**config.mk**
```make
export PLATFORM = sky130hd
export DESIGN_NAME = edma_ctrl_flat
export DESIGN_NICKNAME = d
export VERILOG_FILES = /design/src/edma_pkg.sv /design/src/edma_if.sv /design/src/edma_ctrl.sv /design/src/flat_wrapper.sv
export VERILOG_INCLUDE_DIRS = /design/src /design/src/src
export SDC_FILE = /design/constraint.sdc
export NUM_CORES = 1
export LEC_CHECK = 0
export ABC_AREA = 0
export BUFFER_PORTS_ARGS = -buffer_cell sky130_fd_sc_hd__buf_4
export CORE_UTILIZATION = 34
export DETAILED_ROUTE_END_ITERATION = 6
export PLACE_DENSITY = 0.82
export SETUP_SLACK_MARGIN = 0.02
export SLEW_MARGIN = 20
export SYNTH_ARGS = -nofsm -noshare
export SYNTH_HDL_FRONTEND = slang
export SYNTH_SLANG_ARGS = --single-unit
```
**constraint.sdc**
```tcl
create_clock -name clk -period 3.07 [get_ports clk]
set_clock_uncertainty 0.15 [all_clocks]
set_input_delay 0.4605 -clock clk [delete_from_list [all_inputs] [get_ports clk]]
set_output_delay 0.4605 -clock clk [all_outputs]
set_load 0.005 [all_outputs]
```
**src/edma_params.svh**
```systemverilog
/*
 * dma engine sizing macros
 * data width, memory size, word address width, apb memory-window bit
 */
`ifndef EDMA_PARAMS_SVH
`define EDMA_PARAMS_SVH

// data path
`define EDMA_DW        32   // data and register width

// word memory
`define EDMA_MEM_DEPTH 256  // words
`define EDMA_AW        8    // word address, log2 of depth

// apb decode
`define EDMA_MEM_SEL   12   // paddr bit, set for the memory window

`endif
```
**src/edma_pkg.sv**
```systemverilog
/*
 * shared dma types
 * sequencer states, register offsets, ctrl/status bits, descriptor fields
 */
`default_nettype none

package edma_pkg;

  typedef enum logic [2:0] {
    IDLE, FETCH0, FETCH1, FETCH2, FETCH3, INNER, OUTER, DONE
  } dma_state_e;

  // register word offsets, paddr[4:2]
  typedef enum logic [2:0] {
    REG_CTRL   = 3'd0,  // enable, manual
    REG_NEXT   = 3'd1,  // next descriptor address
    REG_STATUS = 3'd2,  // state, done flag (write 1 clears)
    REG_DCFG   = 3'd3,  // manual descriptor words 0..3
    REG_DCOUNT = 3'd4,
    REG_DSRC   = 3'd5,
    REG_DDST   = 3'd6
  } reg_addr_e;

  localparam int CTRL_EN     = 0;
  localparam int CTRL_MANUAL = 1;
  localparam int STAT_DONE   = 8;     // state sits in [2:0]

  // descriptor word 0
  localparam int D0_CHAIN      = 0;
  localparam int D0_STRIDE_LSB = 8;   // 15..8, words
  localparam int D0_NEXT_LSB   = 16;  // 31..16
  // descriptor word 1
  localparam int D1_INNER_LSB  = 0;   // 15..0
  localparam int D1_OUTER_LSB  = 16;  // 31..16
  localparam int CNT_W         = 16;  // both counts

endpackage

`default_nettype wire

```
**src/edma_if.sv**
```systemverilog
/*
 * edma_cfg_if  configuration and status between the stages
 * edma_mem_if  one memory port with registered read data
 */
`default_nettype none
`include "edma_params.svh"

interface edma_cfg_if;
  import edma_pkg::*;

  logic                enable;      // ctrl bits
  logic                manual;
  logic [`EDMA_AW-1:0] next_descr;  // first descriptor word address
  logic [`EDMA_DW-1:0] dcfg;        // manual descriptor, words 0..3
  logic [`EDMA_DW-1:0] dcount;
  logic [`EDMA_DW-1:0] dsrc;
  logic [`EDMA_DW-1:0] ddst;
  logic                start;       // one cycle, enable rose
  dma_state_e          state;
  logic                done_pulse;  // last descriptor finished

  modport regs (output enable, manual, next_descr, dcfg, dcount, dsrc, ddst, start,
                input  state, done_pulse);
  modport ctrl (input  enable, manual, next_descr, start,
                output state, done_pulse);
  modport dp   (input  manual, dcfg, dcount, dsrc, ddst, start, state);
endinterface

interface edma_mem_if;
  logic                req;
  logic                we;
  logic [`EDMA_AW-1:0] addr;   // word address
  logic [`EDMA_DW-1:0] wdata;
  logic [`EDMA_DW-1:0] rdata;  // one cycle after a read req
  logic                gnt;    // request taken this cycle

  modport master (output req, we, addr, wdata, input rdata);
  modport host   (output req, we, addr, wdata, input rdata, gnt);
  modport slave  (input  req, we, addr, wdata, output rdata, gnt);
endinterface

`default_nettype wire

```
**src/edma_ctrl.sv**
```systemverilog
/*
 * dma sequencer
 * state machine, descriptor fetch addresses, read port mux
 */
`default_nettype none
`include "edma_params.svh"

module edma_ctrl (
  input  wire                clk,
  input  wire                nreset,
  edma_cfg_if.ctrl           cfg,
  edma_mem_if.master         rd_port,
  edma_mem_if.slave          dp_rd,
  input  wire                inner_zero,
  input  wire                outer_zero,
  input  wire                chain,
  input  wire [`EDMA_AW-1:0] next_ptr
);
  import edma_pkg::*;

  dma_state_e          state;
  logic                hold_q;     // capture cycle of word 3
  logic                done_q;     // was in DONE last cycle
  logic [`EDMA_AW-1:0] descr_q;    // current descriptor base
  logic                fetch_req;
  logic [1:0]          fetch_idx;  // descriptor word
  logic                stop;       // nothing to chain to

  assign stop = ~chain | cfg.manual;                         // manual never chains

  // ##########################################################################
  // state machine

  always_ff @(posedge clk or negedge nreset) begin
    if (!nreset) begin
      state   <= IDLE;
      hold_q  <= 1'b0;
      done_q  <= 1'b0;
      descr_q <= '0;
    end else begin
      done_q <= (state == DONE);
      hold_q <= (state == FETCH3) & ~hold_q;
      case (state)
        IDLE: begin
          if (cfg.start) begin
            state   <= cfg.manual ? INNER : FETCH0;          // manual skips fetch
            descr_q <= cfg.next_descr;
          end
        end
        FETCH0: state <= FETCH1;
        FETCH1: state <= FETCH2;
        FETCH2: state <= FETCH3;
        FETCH3: begin
          if (hold_q)
            state <= INNER;                                  // word 3 captured
        end
        INNER: begin
          if (inner_zero)                                    // last read of the row
            state <= outer_zero ? DONE : OUTER;
        end
        OUTER: state <= INNER;                               // stride, reload
        DONE: begin
          if (!stop) begin
            state   <= FETCH0;
            descr_q <= next_ptr;
          end else if (!cfg.enable) begin
            state <= IDLE;
          end
        end
        default: state <= IDLE;
      endcase
    end
  end

  assign cfg.state      = state;
  assign cfg.done_pulse = (state == DONE) & ~done_q & stop;  // once per stop

  // ##########################################################################
  // descriptor fetch and read mux

  always_comb begin
    fetch_req = 1'b1;
    fetch_idx = 2'd0;
    case (state)
      FETCH0: fetch_idx = 2'd0;
      FETCH1: fetch_idx = 2'd1;
      FETCH2: fetch_idx = 2'd2;
      FETCH3: begin
        fetch_idx = 2'd3;
        fetch_req = ~hold_q;                                 // no read in hold
      end
      default: fetch_req = 1'b0;
    endcase
  end

  assign rd_port.req   = fetch_req | dp_rd.req;
  assign rd_port.we    = ~fetch_req & dp_rd.we;
  assign rd_port.addr  = fetch_req ? descr_q + `EDMA_AW'(fetch_idx) : dp_rd.addr;
  assign rd_port.wdata = dp_rd.wdata;
  assign dp_rd.rdata   = rd_port.rdata;
  assign dp_rd.gnt     = dp_rd.req & ~fetch_req;

  a_state_known: assert property (@(posedge clk) disable iff (!nreset)
    !$isunknown(state));

endmodule

`default_nettype wire

```
**src/flat_wrapper.sv**
```systemverilog
// flat-port wrapper written by rule: the top's interface ports become plain ports
module edma_ctrl_flat import edma_pkg::*;
  (clk, nreset, inner_zero, outer_zero, chain, next_ptr, cfg_enable, cfg_manual, cfg_next_descr, cfg_start, cfg_state, cfg_done_pulse, rd_port_req, rd_port_we, rd_port_addr, rd_port_wdata, rd_port_rdata, dp_rd_req, dp_rd_we, dp_rd_addr, dp_rd_wdata, dp_rd_rdata, dp_rd_gnt);
  edma_cfg_if cfg_i ();
  edma_mem_if rd_port_i ();
  edma_mem_if dp_rd_i ();
  input  wire clk;
  input  wire nreset;
  input  wire inner_zero;
  input  wire outer_zero;
  input  wire chain;
  input  wire [`EDMA_AW-1:0] next_ptr;
  input wire logic [$bits(cfg_i.enable)-1:0] cfg_enable;
  input wire logic [$bits(cfg_i.manual)-1:0] cfg_manual;
  input wire logic [$bits(cfg_i.next_descr)-1:0] cfg_next_descr;
  input wire logic [$bits(cfg_i.start)-1:0] cfg_start;
  output wire logic [$bits(cfg_i.state)-1:0] cfg_state;
  output wire logic [$bits(cfg_i.done_pulse)-1:0] cfg_done_pulse;
  output wire logic [$bits(rd_port_i.req)-1:0] rd_port_req;
  output wire logic [$bits(rd_port_i.we)-1:0] rd_port_we;
  output wire logic [$bits(rd_port_i.addr)-1:0] rd_port_addr;
  output wire logic [$bits(rd_port_i.wdata)-1:0] rd_port_wdata;
  input wire logic [$bits(rd_port_i.rdata)-1:0] rd_port_rdata;
  input wire logic [$bits(dp_rd_i.req)-1:0] dp_rd_req;
  input wire logic [$bits(dp_rd_i.we)-1:0] dp_rd_we;
  input wire logic [$bits(dp_rd_i.addr)-1:0] dp_rd_addr;
  input wire logic [$bits(dp_rd_i.wdata)-1:0] dp_rd_wdata;
  output wire logic [$bits(dp_rd_i.rdata)-1:0] dp_rd_rdata;
  output wire logic [$bits(dp_rd_i.gnt)-1:0] dp_rd_gnt;
  assign cfg_i.enable = cfg_enable;
  assign cfg_i.manual = cfg_manual;
  assign cfg_i.next_descr = cfg_next_descr;
  assign cfg_i.start = cfg_start;
  assign cfg_state = cfg_i.state;
  assign cfg_done_pulse = cfg_i.done_pulse;
  assign rd_port_req = rd_port_i.req;
  assign rd_port_we = rd_port_i.we;
  assign rd_port_addr = rd_port_i.addr;
  assign rd_port_wdata = rd_port_i.wdata;
  assign rd_port_i.rdata = rd_port_rdata;
  assign dp_rd_i.req = dp_rd_req;
  assign dp_rd_i.we = dp_rd_we;
  assign dp_rd_i.addr = dp_rd_addr;
  assign dp_rd_i.wdata = dp_rd_wdata;
  assign dp_rd_rdata = dp_rd_i.rdata;
  assign dp_rd_gnt = dp_rd_i.gnt;
  edma_ctrl u_core (.clk(clk), .nreset(nreset), .cfg(cfg_i), .rd_port(rd_port_i), .dp_rd(dp_rd_i), .inner_zero(inner_zero), .outer_zero(outer_zero), .chain(chain), .next_ptr(next_ptr));
endmodule
```
; After elaboration in Yosys (flattened, before gate mapping)
; Index checks and enable logic that the tools add are counted.
[totals]
reg_bits = 13
out_inout_bits = 79
[classes]
addsub = 1
eq_ne = 12
muxes = 14
bitwise_logic = 11
n_reduce_logical = 5
[ops]
columns = cell, count
row1 = two-way mux 8 bit, 3
row2 = one-hot mux 3 bit (8 select lines), 1
row3 = two-way mux 3 bit, 6
row4 = one-hot mux 8 bit (2 select lines), 1
row5 = "== test 3 bit, second input constant", 4
row6 = adder 8 x 2 -> 8 bit, 1
row7 = "== test 3 x 2 -> 1 bit, second input constant", 2
row8 = "!= test 2 bit, second input constant", 3
row9 = one-hot mux 2 bit (3 select lines), 1
row10 = bitwise AND 1 bit, 5
row11 = inverter 1 bit, 4
row12 = AND reduction 4 bit, 1
row13 = "== test 3 x 1 -> 1 bit, second input constant", 1
row14 = zero test 3 bit, 1
row15 = "!= test 3 bit, second input constant", 1
row16 = AND reduction 3 bit, 1
row17 = OR reduction 3 bit, 1
row18 = "!= test 2 x 1 -> 1 bit, second input constant", 1
row19 = OR 1 bit, 2
row20 = one-hot mux 1 bit (2 select lines), 1
row21 = nonzero test 2 bit, 1
row22 = two-way mux 1 bit, 1

; Logic depth before layout (Yosys ltp)
; Gate-level depths: netlist (run 1).
[logic_depth]
word_depth = 5
depth_mapped = 10
ltp_nobuf = 9

; Worst setup path before layout (run 1)
; Ideal clock, no wire load.
[synth_path]
path_kind = register to output
start = register u_core.state[1], in the netlist u_core.cfg.state[1]
end = output rd_port_addr[7]
t_arrival_ps = 2015
setup_slack_ps = 445
stages_incl_launch_ff = 11
n_path_buf = 1
path_cell_list = dfrtp_1 buf_6 and2b_2 nand2_1 o21a_1 inv_1 ha_1 a21o_1 or3b_1 xor2_1 a21oi_1
[synth_via]
elab_chain_cells = 4
word_cells_on_any_way = 9
cone_classes = add/sub (1) / eq/ne (4) / mux (3) / reduce/logical (1)
[synth_rtl]
columns = element, line
row1 = from (decl), edma_ctrl.sv:21  ; dma_state_e state;
row2 = from (signal assigned), edma_ctrl.sv:46  ; state <= cfg.manual ? INNER : FETCH0;
row3 = from (signal assigned), edma_ctrl.sv:59  ; state <= outer_zero ? DONE : OUTER;
row4 = "== test 3 bit, or another cell as far along", edma_ctrl.sv:84  ; case (state)
row5 = one-hot mux 2 bit (3 select lines) / OR reduction 3 bit (equally long branches), -
row6 = adder 8 x 2 -> 8 bit / one-hot mux 1 bit (2 select lines) (equally long branches), "edma_ctrl.sv:98, edma_ctrl.sv:84"
row7 = two-way mux 8 bit *, edma_ctrl.sv:98  ; assign rd_port.addr = fetch_req ? descr_q + `EDMA_AW'(fetch_idx) : dp_rd.addr;
row8 = to (decl), flat_wrapper.sv:21  ; output wire logic [$bits(rd_port_i.addr)-1:0] rd_port_addr;
; Every way passes the cells marked *; elsewhere a longest branch is shown, timed or not.

; Final worst setup path (run 1)
[layout_path]
start = register u_core.state[2], in the netlist u_core.cfg.state[2]
end = output rd_port_addr[7]
; Same word-level chain as after synthesis.

==> impl_results.md, run 1 <==
- Count of antenna diodes in the layout: 0
- DP HPWL: ~2400 um
- Total global-route track usage: 0.130
- Clk root buf: clkbuf_8
- Post-synthesis share of cell area spent on xor and xnor gates: 0.0345
- First-pass GRT wire length: 4410 um
- Synthesis warning total: 0
- Ranking of synthesized cells by instance count: buf_4 (64), nand2_1 (15), dfrtp_1 (13), nor2_1 (11)
- Net switching power of the design: 0.000604 W
- Core area: 4140 sq um
- Share of synthesized cell area in and, or, nand and nor gates: 0.145
- Row Count: 23
- Nets in the synthesized netlist: ~280
- Design Power: between 0.001 and 0.0015 W
- Die ar.: 4750 sq um
- Main synth FF type: dfrtp_1
- Via-to-Cell Ratio: 4.89
- Buffers added on ports: between 40 and 50
- Share of the synthesized area in compound gates (AO/OA/AOI/OAI): 0.113
- Via count of the first global-routing pass: 930
- Static Leakage: between 0.6 and 0.7 nW
- Number of cells on the worst hold path: 1
- Number of setup violations in the final report: 0
- Number of placed instances, taps included: 211
- GPL Wtd Cong: 0.782
- Start point of the worst hold path: u_core.hold_q
- Routed wire length per instance: 14.0 um
- Buffer depth of the longest clock path: 2
- Pin count of the biggest net entering global routing: 19
- Horizontal extent of the die: 68.9 um
- Maximum frequency from static timing analysis: 338 MHz
- Yosys top cell by area: buf_4
- Register bit total from synthesis: 13
- Number of top-level pins: 177
- Max-capacitance violation count: 0
- Headroom to the max-slew limit: 0.580
- Clock H-tree levels: 1
- Gr ovfl total: 0
- Post-Synthesis Cell Area: between 1500 and 2000 sq um
- Power per cell area: around 950 nW/um^2
- Number of clock buffers inserted by TritonCTS: 3
- Post-layout util: 0.368
- Number of nets with antenna violations after detailed routing: 0
- Post-route non-filler standard cell count: 218
- Critical R2R Capture: u_core.descr_q[0]
- NumNets Final: 270
- Register share of total power: 0.233
- Clock tree from TritonCTS: yes
- R2R Path Start: u_core.cfg.state[0]
- Fraction of layout cells with a size suffix above 1: 0.440
- Max-slew violation count: 0
- Count of flip-flops with a built-in enable after synthesis: 0
- Data arrival time of the worst path: 2.35 ns
- Adder and majority gate portion of the synthesized area: 0.0296
- Slew at the pin closest to its max-slew limit: 0.630 ns
- Reg-to-reg setup timing slack: 1.21 ns
- Sw Ratio: 0.417
- Result of the run: finished clean
- Unique masters post-synth: 38
- Final cell area excluding filler cells: ~1500 sq um
- Required time of the critical path: approximately 2.5 ns
- Most frequent cell after synthesis: buf_4
- Share of the yosys chip area belonging to registers: 0.214
- Cell depth of the worst flop-to-flop path: 4
- First element of the critical path: u_core.cfg.state[2]
- Dominant cells by area after synthesis: buf_4 (32%), dfrtp_1 (21%), mux2i_1 (5.9%)
- Number of hold violations in the final report: 0
- Startpoint Class: flip-flop
- Largest fanout on the critical path: 4
- Post-Route WL: 3050 um
- Worst Hold Path EP: u_core.hold_q
- Number of antenna violations at the first check in global routing: 0
- Share of the synthesized area in the top cell type: 0.316
- Initial DRC count: 7
- Number of fillers in the final layout: 438
- Fraction of power consumed by the clock network: 0.109
- Final period util: 0.964
- Int Pwr: about 0.00084 W
- Seq. cell area: 325 sq um
- Hold crit path type: flip-flop to flip-flop
- Area delta synth->final: 0.164%
- Kind of end point of the critical path: output port
- Via count: 1,067
- DP Area: roughly 1400 sq um
- Mux cell area share after synthesis: 0.0913
- RSZ-0062 raised after global routing: true
- Post-synthesis instance total: 180
- Sinks on Clock Net: 13
- Die height: about 69 um
- WS Path Type: flip-flop to output port
- Max rail drop VDD: around 0.00032 V
- Combinational share of power: 0.659
- Multi-input logic area: about 650 sq um
- Clock transition time at the flip-flop clock pins of the worst setup and hold paths: approximately 0.060 ns
- FFs w/ async S/R, synth: 1.00
- Post-route DRC: 0
- Mean cell area of the mapped netlist: 8.45 sq um
- Clock network latency to the later pin of the worst-skew pair: 0.25 ns
- Initial standard-cell utilization of the core: 0.367
- Fin crit period: 2.96 ns
- Hold_ws: 0.337 ns
- Combinational family with the most area after synthesis: buffers and inverters
- Number of detailed-route iterations in the first pass: 4
area by class of cell:
| type | count | area share |
|---|---|---|
| inverter | 7 | 0.0197 |
| clock buffer | 4 | 0.0296 |
| sequential | 13 | 0.213 |
| multi-input combinational | 90 | 0.429 |
| tap | 50 | 0.0411 |
| timing repair buffer | 54 | 0.268 |
cell families after synthesis:
logic type / count (synthesis)
simple gates: 42
fa+ha+maj: 3
xor+xnor: 6
compound gates: 26
flops: 13
buf+inv: 77
mux: 13
power groups by stage:
| stage | Combinational (W) | Clock [W] | Sequential (W) |
|---|---|---|---|
| 5_1_grt | 0.00108 | 0.000170 | 0.000347 |
| 3_5_place_dp | 0.000925 | 0 | 0.000338 |
| 2_1_floorplan | 0.000685 | 0 | 0.000319 |
| 4_1_cts | 0.000947 | 0.000159 | 0.000333 |
| 3_3_place_gp | 0.000904 | 0 | 0.000334 |
| 6_report | 0.000954 | 0.000157 | 0.000337 |
registers in the layout (all words and copies together) (netlist names):
name	count
u_core.cfg.state	3
u_core.descr_q	8
u_core.done_q	1
u_core.hold_q	1
worst max path at each step:
stage          depth (start not counted)               to
3_3_place_gp                          11  rd_port_addr[6]
4_1_cts                               10  rd_port_addr[7]
3_5_place_dp                          10  rd_port_addr[7]
2_1_floorplan                         10  rd_port_addr[7]
6_report                              10  rd_port_addr[7]
5_1_grt                               10  rd_port_addr[7]
through the flow:
stage                     worst slack (ns)  setup TNS, ns
after global routing               -0.0342        -0.0908
after CTS                           0.0696              0
after detailed placement             0.284              0
final                                0.109              0
after floorplan                      0.445              0
after global placement               0.360              0
worst max-delay path: stages (launching register included):
cell	delay, ns
dfrtp_1	0.37
and2b_2	0.23
nand2_1	0.06
o21a_1	0.16
inv_1	0.08
ha_4	0.27
a21o_1	0.13
or3b_4	0.39
xor2_2	0.15
a21oi_1	0.13
buf_4	0.12
cells in the final DEF, fill, tap and decap left out, types with 2 or more instances in the layout:
| cell | n |
|---|---|
| nand2_1 | 15 |
| nor2_2 | 4 |
| nor2_1 | 10 |
| mux2_2 | 2 |
| dfrtp_1 | 13 |
| buf_4 | 53 |
| a21oi_1 | 9 |
| clkbuf_8 | 3 |
| o21ai_1 | 4 |
| nand2b_1 | 2 |
| o21ai_0 | 5 |
| inv_1 | 6 |
| mux2i_1 | 9 |
| nand4_1 | 2 |
| xnor2_1 | 2 |
| xor2_1 | 3 |
routing by layer:
layer  global-route usage  vias to the layer above  routed length (um)
met1                0.150                      482                1240
met2                0.215                       73                1460
met5                    0                        -                   0
met3               0.0345                       13                 284
li1                     -                      499                   -
met4               0.0714                        0                  61
timing repair:
| item | CTS | global route |
|---|---|---|
| setup buffers | 1 | 1 |
| hold endpoints to repair | 13 | 0 |
| setup endpoints to repair | 1 | 4 |
| hold buffers | 1 | 0 |
| pin swaps | 0 | 2 |
| resized for setup | 1 | 4 |
Note: power is estimated with default switching activity, not from simulation.
==> inputs of run 2 (changes only) <==
Clock period 3.07 ns to 3.3 ns, I/O delays scaled along.
==> impl_results.md, run 2 (synthesis gave the netlist of run 1 again) <==
- Number of antenna violations at the first check in global routing: 0 (unchanged)
- Number of hold violations in the final report: 0 (unchanged)
- Sinks on Clock Net: 13 (unchanged)
- Max-slew violation count: 0 (unchanged)
- Slew at the pin closest to its max-slew limit: 0.613 ns (was 0.630 ns)
- Final Worst Setup Slack: 0.186 ns (was 0.109 ns)
- Worst setup timing slack at the placement stage: 0.359 ns (was 0.284 ns)
- Maximum frequency from static timing analysis: 321 MHz
- Row Count: 23 (unchanged)
- Horizontal extent of the die: 68.9 um (unchanged)
- Headroom to the max-slew limit: 0.591 (was 0.580)
- Via count: 1,016 (was 1,067)
- Kind of end point of the critical path: output port (unchanged)
- Fraction of layout cells with a size suffix above 1: 0.405 (was 0.440)
- Largest registers: u_core.descr_q (8), u_core.cfg.state (3) (unchanged)
- Routed wire length per instance: 14.1 um (was 14.0 um)
- Clock network latency to the later pin of the worst-skew pair: 0.24 ns (was 0.25 ns)
- Most common library cell in the layout ignoring fill and taps: buf_4 (unchanged)
- Largest fanout on the critical path: 12 (was 4)
- Count of antenna diodes in the layout: 0 (unchanged)
- Via count of the first global-routing pass: 926 (was 930)
- Initial DRC count: 13 (was 7)
- Power per cell area: 874 nW/um^2 (was 950 nW/um^2)
- Startpoint Class: flip-flop (unchanged)
- NumNets Final: 265 (was 270)
- First-pass GRT wire length: 4350 um (was 4410 um)
- Static Leakage: 0.677 nW (was 0.699 nW)
- Critical-path top delay cell: dfrtp_2 (was or3b_4)
- First element of the critical path: u_core.cfg.state[1] (was u_core.cfg.state[2])
- GPL Wtd Cong: 0.742 (was 0.782)
- Die height: 68.9 um (unchanged)
- WS Path Type: flip-flop to output port (unchanged)
- Post-Route WL: 3010 um (was 3050 um)
- Required time of the critical path: 2.65 ns (was 2.46 ns)
- Final period util: 0.944
- Buffer depth of the longest clock path: 2 (unchanged)
- Max rail drop VDD: 0.000384 V (was 0.000323 V)
- Clk root buf: clkbuf_8 (unchanged)
- Number of setup violations in the final report: 0 (unchanged)
- Max-capacitance violation count: 0 (unchanged)
- Number of post-CTS setup repair buffers: 0 (was 1)
- Total global-route track usage: 0.130 (about the same)
- Setup_tns: 0 ns (unchanged)
- Cells traversed along the worst timing path: and2b_2, nand2_1, o21a_1, inv_1, ha_1, a21o_1, or3b_1, xor2_1, a21oi_1, buf_4 (was and2b_2, nand2_1, o21a_1, inv_1, ha_4, a21o_1, or3b_4, xor2_2, a21oi_1, buf_4)
- Most flop-heavy register: u_core.descr_q (unchanged)
- Clock H-tree levels: 1 (unchanged)
- Number of fillers in the final layout: 448 (was 438)
- Clock tree from TritonCTS: yes (unchanged)
- DP HPWL: 2500 um (was 2450 um)
- Buffers added on ports: 48 (unchanged)
- Result of the run: finished clean (unchanged)
- Number of nets with antenna violations after detailed routing: 0 (unchanged)
- Fin crit period: 3.11 ns
- Initial standard-cell utilization of the core: 0.367 (unchanged)
- Gr ovfl total: 0 (unchanged)
- Data arrival time of the worst path: 2.47 ns (was 2.35 ns)
- Number of clock buffers inserted by TritonCTS: 3 (unchanged)
- R2R Path Start: u_core.cfg.state[0] (unchanged)
- Die ar.: 4750 sq um (unchanged)
- Max reg flops: 8 (unchanged)
- Number of detailed-route iterations in the first pass: 4 (unchanged)
- Reg-to-reg setup timing slack: 1.41 ns (was 1.21 ns)
- Start point of the worst hold path: u_core.hold_q (unchanged)
- Core area: 4140 sq um (unchanged)
- Most frequent cells in the layout: buf_4 (48), nand2_1 (15), nor2_1 (11), dfrtp_1 (11) (was buf_4 (53), nand2_1 (15), dfrtp_1 (13))
- Post-route DRC: 0 (unchanged)
- Hold crit path type: flip-flop to flip-flop (unchanged)
- Slowest Stage Delay on Critical Path: 0.49 ns (was 0.39 ns)
- Area delta synth->final: -4.03% (was 0.164%)
- Via-to-Cell Ratio: 4.77 (was 4.89)
- Number of top-level pins: 177 (unchanged)
- RSZ-0062 raised after global routing: false (was true)
- Clock transition time at the flip-flop clock pins of the worst setup and hold paths: 0.05 ns (was 0.06 ns)
- Pin count of the biggest net entering global routing: 19 (unchanged)
==> run 2: cell types whose count changed in the layout (fill, tap and decap cells not counted), sizes merged <==
cell and change:
buf -5, inv +1, clkinvlp -1
==> run 2: worst max-delay path: cells and delay by family, from the launching register on <==
kind / cells / cell delay (ns)
xor+xnor: 1 / 0.16
buf+inv: 2 / 0.18
simple gates: 3 / 0.65
fa+ha+maj: 1 / 0.28
compound gates: 3 / 0.46
flops: 1 / 0.49
==> run 2: area by class of cell <==
type                       instances  area, sq um  share of cell area
inverter                           7         26.3              0.0180
timing repair buffer              49          370               0.254
sequential                        13          328               0.225
multi-input combinational         90          628               0.430
tap                               50         62.6              0.0428
clock buffer                       4         45.0              0.0308
==> run 2: report_power, final <==
group | internal (W) | switching, W
sequential | 0.000236 | 0.000128
combinational | 0.000417 | 0.000356
clock | 0.0000851 | 0.0000539
total | 0.000738 | 0.000538
==> run 2: what timing repair did <==
item | in CTS | in global routing
gates resized for setup | 0 | 2
endpoints found under the setup margin | 0 | 1
hold buffers | 1 | 0
hold endpoints to repair | 13 | 0
==> run 2: path summary, 6_finish.rpt <==
check	to	depth (start not counted)
setup / recovery	rd_port_addr[7]	10
hold / removal	u_core.hold_q	1
setup reg to reg	u_core.descr_q[4]	3
hold reg to reg	u_core.hold_q	1
max in group asynchronous	u_core.cfg.state[1]	2
min in group asynchronous	u_core.hold_q	2
==> run 2: metal layers <==
metal	part of all wire	track usage	wire, um
met1	0.41	0.148	1220
met2	0.46	0.214	1390
met3	0.11	0.0296	322
met4	0.025	0.0867	74
met5	0	0	0
==> run 2: per-stage QoR <==
stage / total power, W / hold WS, ns / area, sq um / std cells / utilization
6_report: 0.00128 / 0.338 / 1460 / 213 / 0.352
5_1_grt: 0.00140 / 0.355 / 1460 / 213 / 0.352
4_1_cts: 0.00130 / 0.345 / 1460 / 213 / 0.352
3_5_place_dp: 0.00115 / 0.198 / 1400 / 208 / 0.338
3_3_place_gp: 0.00112 / 0.194 / 1400 / 208 / 0.338
2_1_floorplan: 0.000934 / 0.0494 / 1520 / 180 / -
==> inputs of run 3 (changes only) <==
Settings changed: CORE_MARGIN set to 3, REMOVE_ABC_BUFFERS set to 1.
==> impl_results.md, run 3 (synthesis gave the netlist of run 1 again) <==
- Power per cell area: 880 nW/um^2 (was 874 nW/um^2)
- Number of hold violations in the final report: 0 (unchanged)
- Start point of the worst hold path: u_core.hold_q (unchanged)
- Largest registers: u_core.descr_q (8), u_core.cfg.state (3) (unchanged)
- Die height: 72.9 um (was 68.9 um)
- Net switching power of the design: 0.000546 W (was 0.000538 W)
- Core area: 4140 sq um (unchanged)
- Fin crit period: 3.05 ns (was 3.11 ns)
- Number of placed instances, taps included: 208 (unchanged)
- Buffer depth of the longest clock path: 2 (unchanged)
- RSZ-0062 raised after global routing: false (unchanged)
- Max reg flops: 8 (unchanged)
- R2R Path Start: u_core.cfg.state[2] (was u_core.cfg.state[0])
- Setup_tns: 0 ns (unchanged)
- Via-to-Cell Ratio: 5.15 (was 4.77)
- Die ar.: 5310 sq um (was 4750 sq um)
- Count of antenna diodes in the layout: 0 (unchanged)
- Via count: 1,123 (was 1,016)
- Total global-route track usage: 0.286 (was 0.130)
- Clock transition time at the flip-flop clock pins of the worst setup and hold paths: 0.05 ns (about the same)
- Kind of end point of the critical path: output port (unchanged)
- NumNets Final: 270 (was 265)
- GPL Wtd Cong: 0.931 (was 0.742)
- Number of cells on the worst hold path: 1 (unchanged)
- WS Path Type: flip-flop to output port (unchanged)
- Number of fillers in the final layout: 434 (was 448)
- DP HPWL: 7300 um (was 2500 um)
- Number of setup violations in the final report: 0 (unchanged)
- Initial standard-cell utilization of the core: 0.367 (unchanged)
- Worst Hold Path EP: u_core.hold_q (unchanged)
- Most frequent cells in the layout: buf_4 (53), nand2_1 (15), nor2_1 (11), dfrtp_1 (11) (was buf_4 (48), nand2_1 (15), nor2_1 (11), dfrtp_1 (11))
- Startpoint Class: flip-flop (unchanged)
- Slew at the pin closest to its max-slew limit: 0.653 ns (was 0.613 ns)
- Post-Route WL: 7860 um (was 3010 um)
- Max-slew violation count: 0 (unchanged)
- First-pass GRT wire length: 9600 um (was 4350 um)
- Number of nets with antenna violations after detailed routing: 0 (unchanged)
- Horizontal extent of the die: 72.9 um (was 68.9 um)
- Clock network latency to the later pin of the worst-skew pair: 0.24 ns (about the same)
- Post-route DRC: 0 (unchanged)
- Number of antenna violations at the first check in global routing: 0 (unchanged)
- Seq. cell area: 328 sq um (unchanged)
- Initial DRC count: 37 (was 13)
- Clock H-tree levels: 1 (unchanged)
- Register share of total power: 0.253 (was 0.286)
- Combinational share of power: 0.643 (was 0.606)
- Via count of the first global-routing pass: 1,066 (was 926)
- Max-capacitance violation count: 0 (unchanged)
- Required time of the critical path: 2.65 ns (about the same)
- Area delta synth->final: -1.48% (was -4.03%)
- Hold crit path type: flip-flop to flip-flop (unchanged)
- Max rail drop VDD: 0.000201 V (was 0.000384 V)
- Number of clock buffers inserted by TritonCTS: 3 (unchanged)
- Multi-input logic area: 628 sq um (unchanged)
- Post-layout util: 0.362 (was 0.352)
- Buffers added on ports: 48 (unchanged)
- Routed wire length per instance: 36.0 um (was 14.1 um)
- Gr ovfl total: 0 (unchanged)
- Most flop-heavy register: u_core.descr_q (unchanged)
- Number of detailed-route iterations in the first pass: 6 (was 4)
- Clock tree from TritonCTS: yes (unchanged)
- Fraction of layout cells with a size suffix above 1: 0.429 (was 0.405)
- Clk root buf: clkbuf_8 (unchanged)
- Final period util: 0.925 (was 0.944)
- Result of the run: finished clean (unchanged)
- Cell depth of the worst flop-to-flop path: 6 (was 3)
- Sinks on Clock Net: 13 (unchanged)
- Row Count: 23 (unchanged)
- Reg-to-reg setup timing slack: 1.35 ns (was 1.41 ns)
- Largest fanout on the critical path: 5 (was 12)
- First element of the critical path: u_core.cfg.state[2] (was u_core.cfg.state[1])
- Sw Ratio: 0.414 (was 0.422)
- Critical R2R Capture: u_core.cfg.state[0] (was u_core.descr_q[4])
- Number of top-level pins: 177 (unchanged)
- Headroom to the max-slew limit: 0.565 (was 0.591)
- Maximum frequency from static timing analysis: 328 MHz (was 321 MHz)
- Post-route non-filler standard cell count: 218 (was 213)
- Static Leakage: 0.703 nW (was 0.677 nW)
- Data arrival time of the worst path: 2.41 ns (was 2.47 ns)
- Fraction of power consumed by the clock network: 0.104 (was 0.109)
- Most common library cell in the layout ignoring fill and taps: buf_4 (unchanged)
- Int Pwr: 0.000773 W (was 0.000738 W)
- Pin count of the biggest net entering global routing: 19 (unchanged)
[run 3: cell types whose count changed in the layout (fill, tap and decap cells not counted)]
| cell | change |
|---|---|
| buf_4 | +5 |
| clkinv_2 | +1 |
| clkbuf_1 | -1 |
[run 3: worst max-delay path by stage]
stage | endpoint | depth (start not counted)
finish | rd_port_addr[7] | 10
global route | rd_port_addr[7] | 10
CTS | rd_port_addr[7] | 10
detailed placement | rd_port_addr[7] | 10
global placement | rd_port_addr[7] | 10
floorplan | rd_port_addr[7] | 9
[run 3: worst max-delay path, cell delays in order, from the launching register on]
cell and delay (ns):
dfrtp_2 0.41, buf_4 0.16, or2b_1 0.17, o21a_1 0.16, inv_1 0.06, ha_1 0.27
a21o_1 0.14, or3b_1 0.37, xor2_1 0.16, a21oi_1 0.15, buf_4 0.12
[run 3: per-layer routing]
metal  GRT usage  wire length (um)  vias up
li1            -                 -      496
met1       0.120              1140      456
met2       0.494              3920      143
met5       0.222               160        -
met3       0.358              2110       22
met4       0.168               530        6
[run 3: area by class of cell]
class	instances	area share
Multi-Input combinational cell	90	0.419
Timing Repair Buffer	54	0.272
Sequential cell	13	0.219
Tap cell	50	0.0417
Clock buffer	3	0.0275
Inverter	7	0.0175
Clock inverter	1	0.00334
[run 3: per-stage QoR]
step / hold WS, ns / total power (W) / cell area (sq um) / worst slack, ns
floorplan: 0.0494 / 0.000798 / 980 / 0.608
global placement: 0.192 / 0.00111 / 1400 / 0.456
detailed placement: 0.194 / 0.00113 / 1400 / 0.373
CTS: 0.333 / 0.00127 / 1460 / 0.101
global route: 0.342 / 0.00144 / 1500 / 0.0618
finish: 0.335 / 0.00132 / 1500 / 0.249
[run 3: power by group through the flow]
| stage | combinational (W) | clock [W] | sequential [W] |
|---|---|---|---|
| floorplan | 0.000469 | 0 | 0.000329 |
| global placement | 0.000765 | 0 | 0.000346 |
| detailed placement | 0.000779 | 0 | 0.000353 |
| CTS | 0.000782 | 0.000141 | 0.000351 |
| global route | 0.000948 | 0.000148 | 0.000347 |
| finish | 0.000848 | 0.000137 | 0.000334 |
[run 3: timing repair]
item,in CTS,in global routing
setup endpoints to repair,0,1
setup buffers,0,5
endpoints found under the hold margin,13,0
resized for setup,0,2
hold buffers,1,0
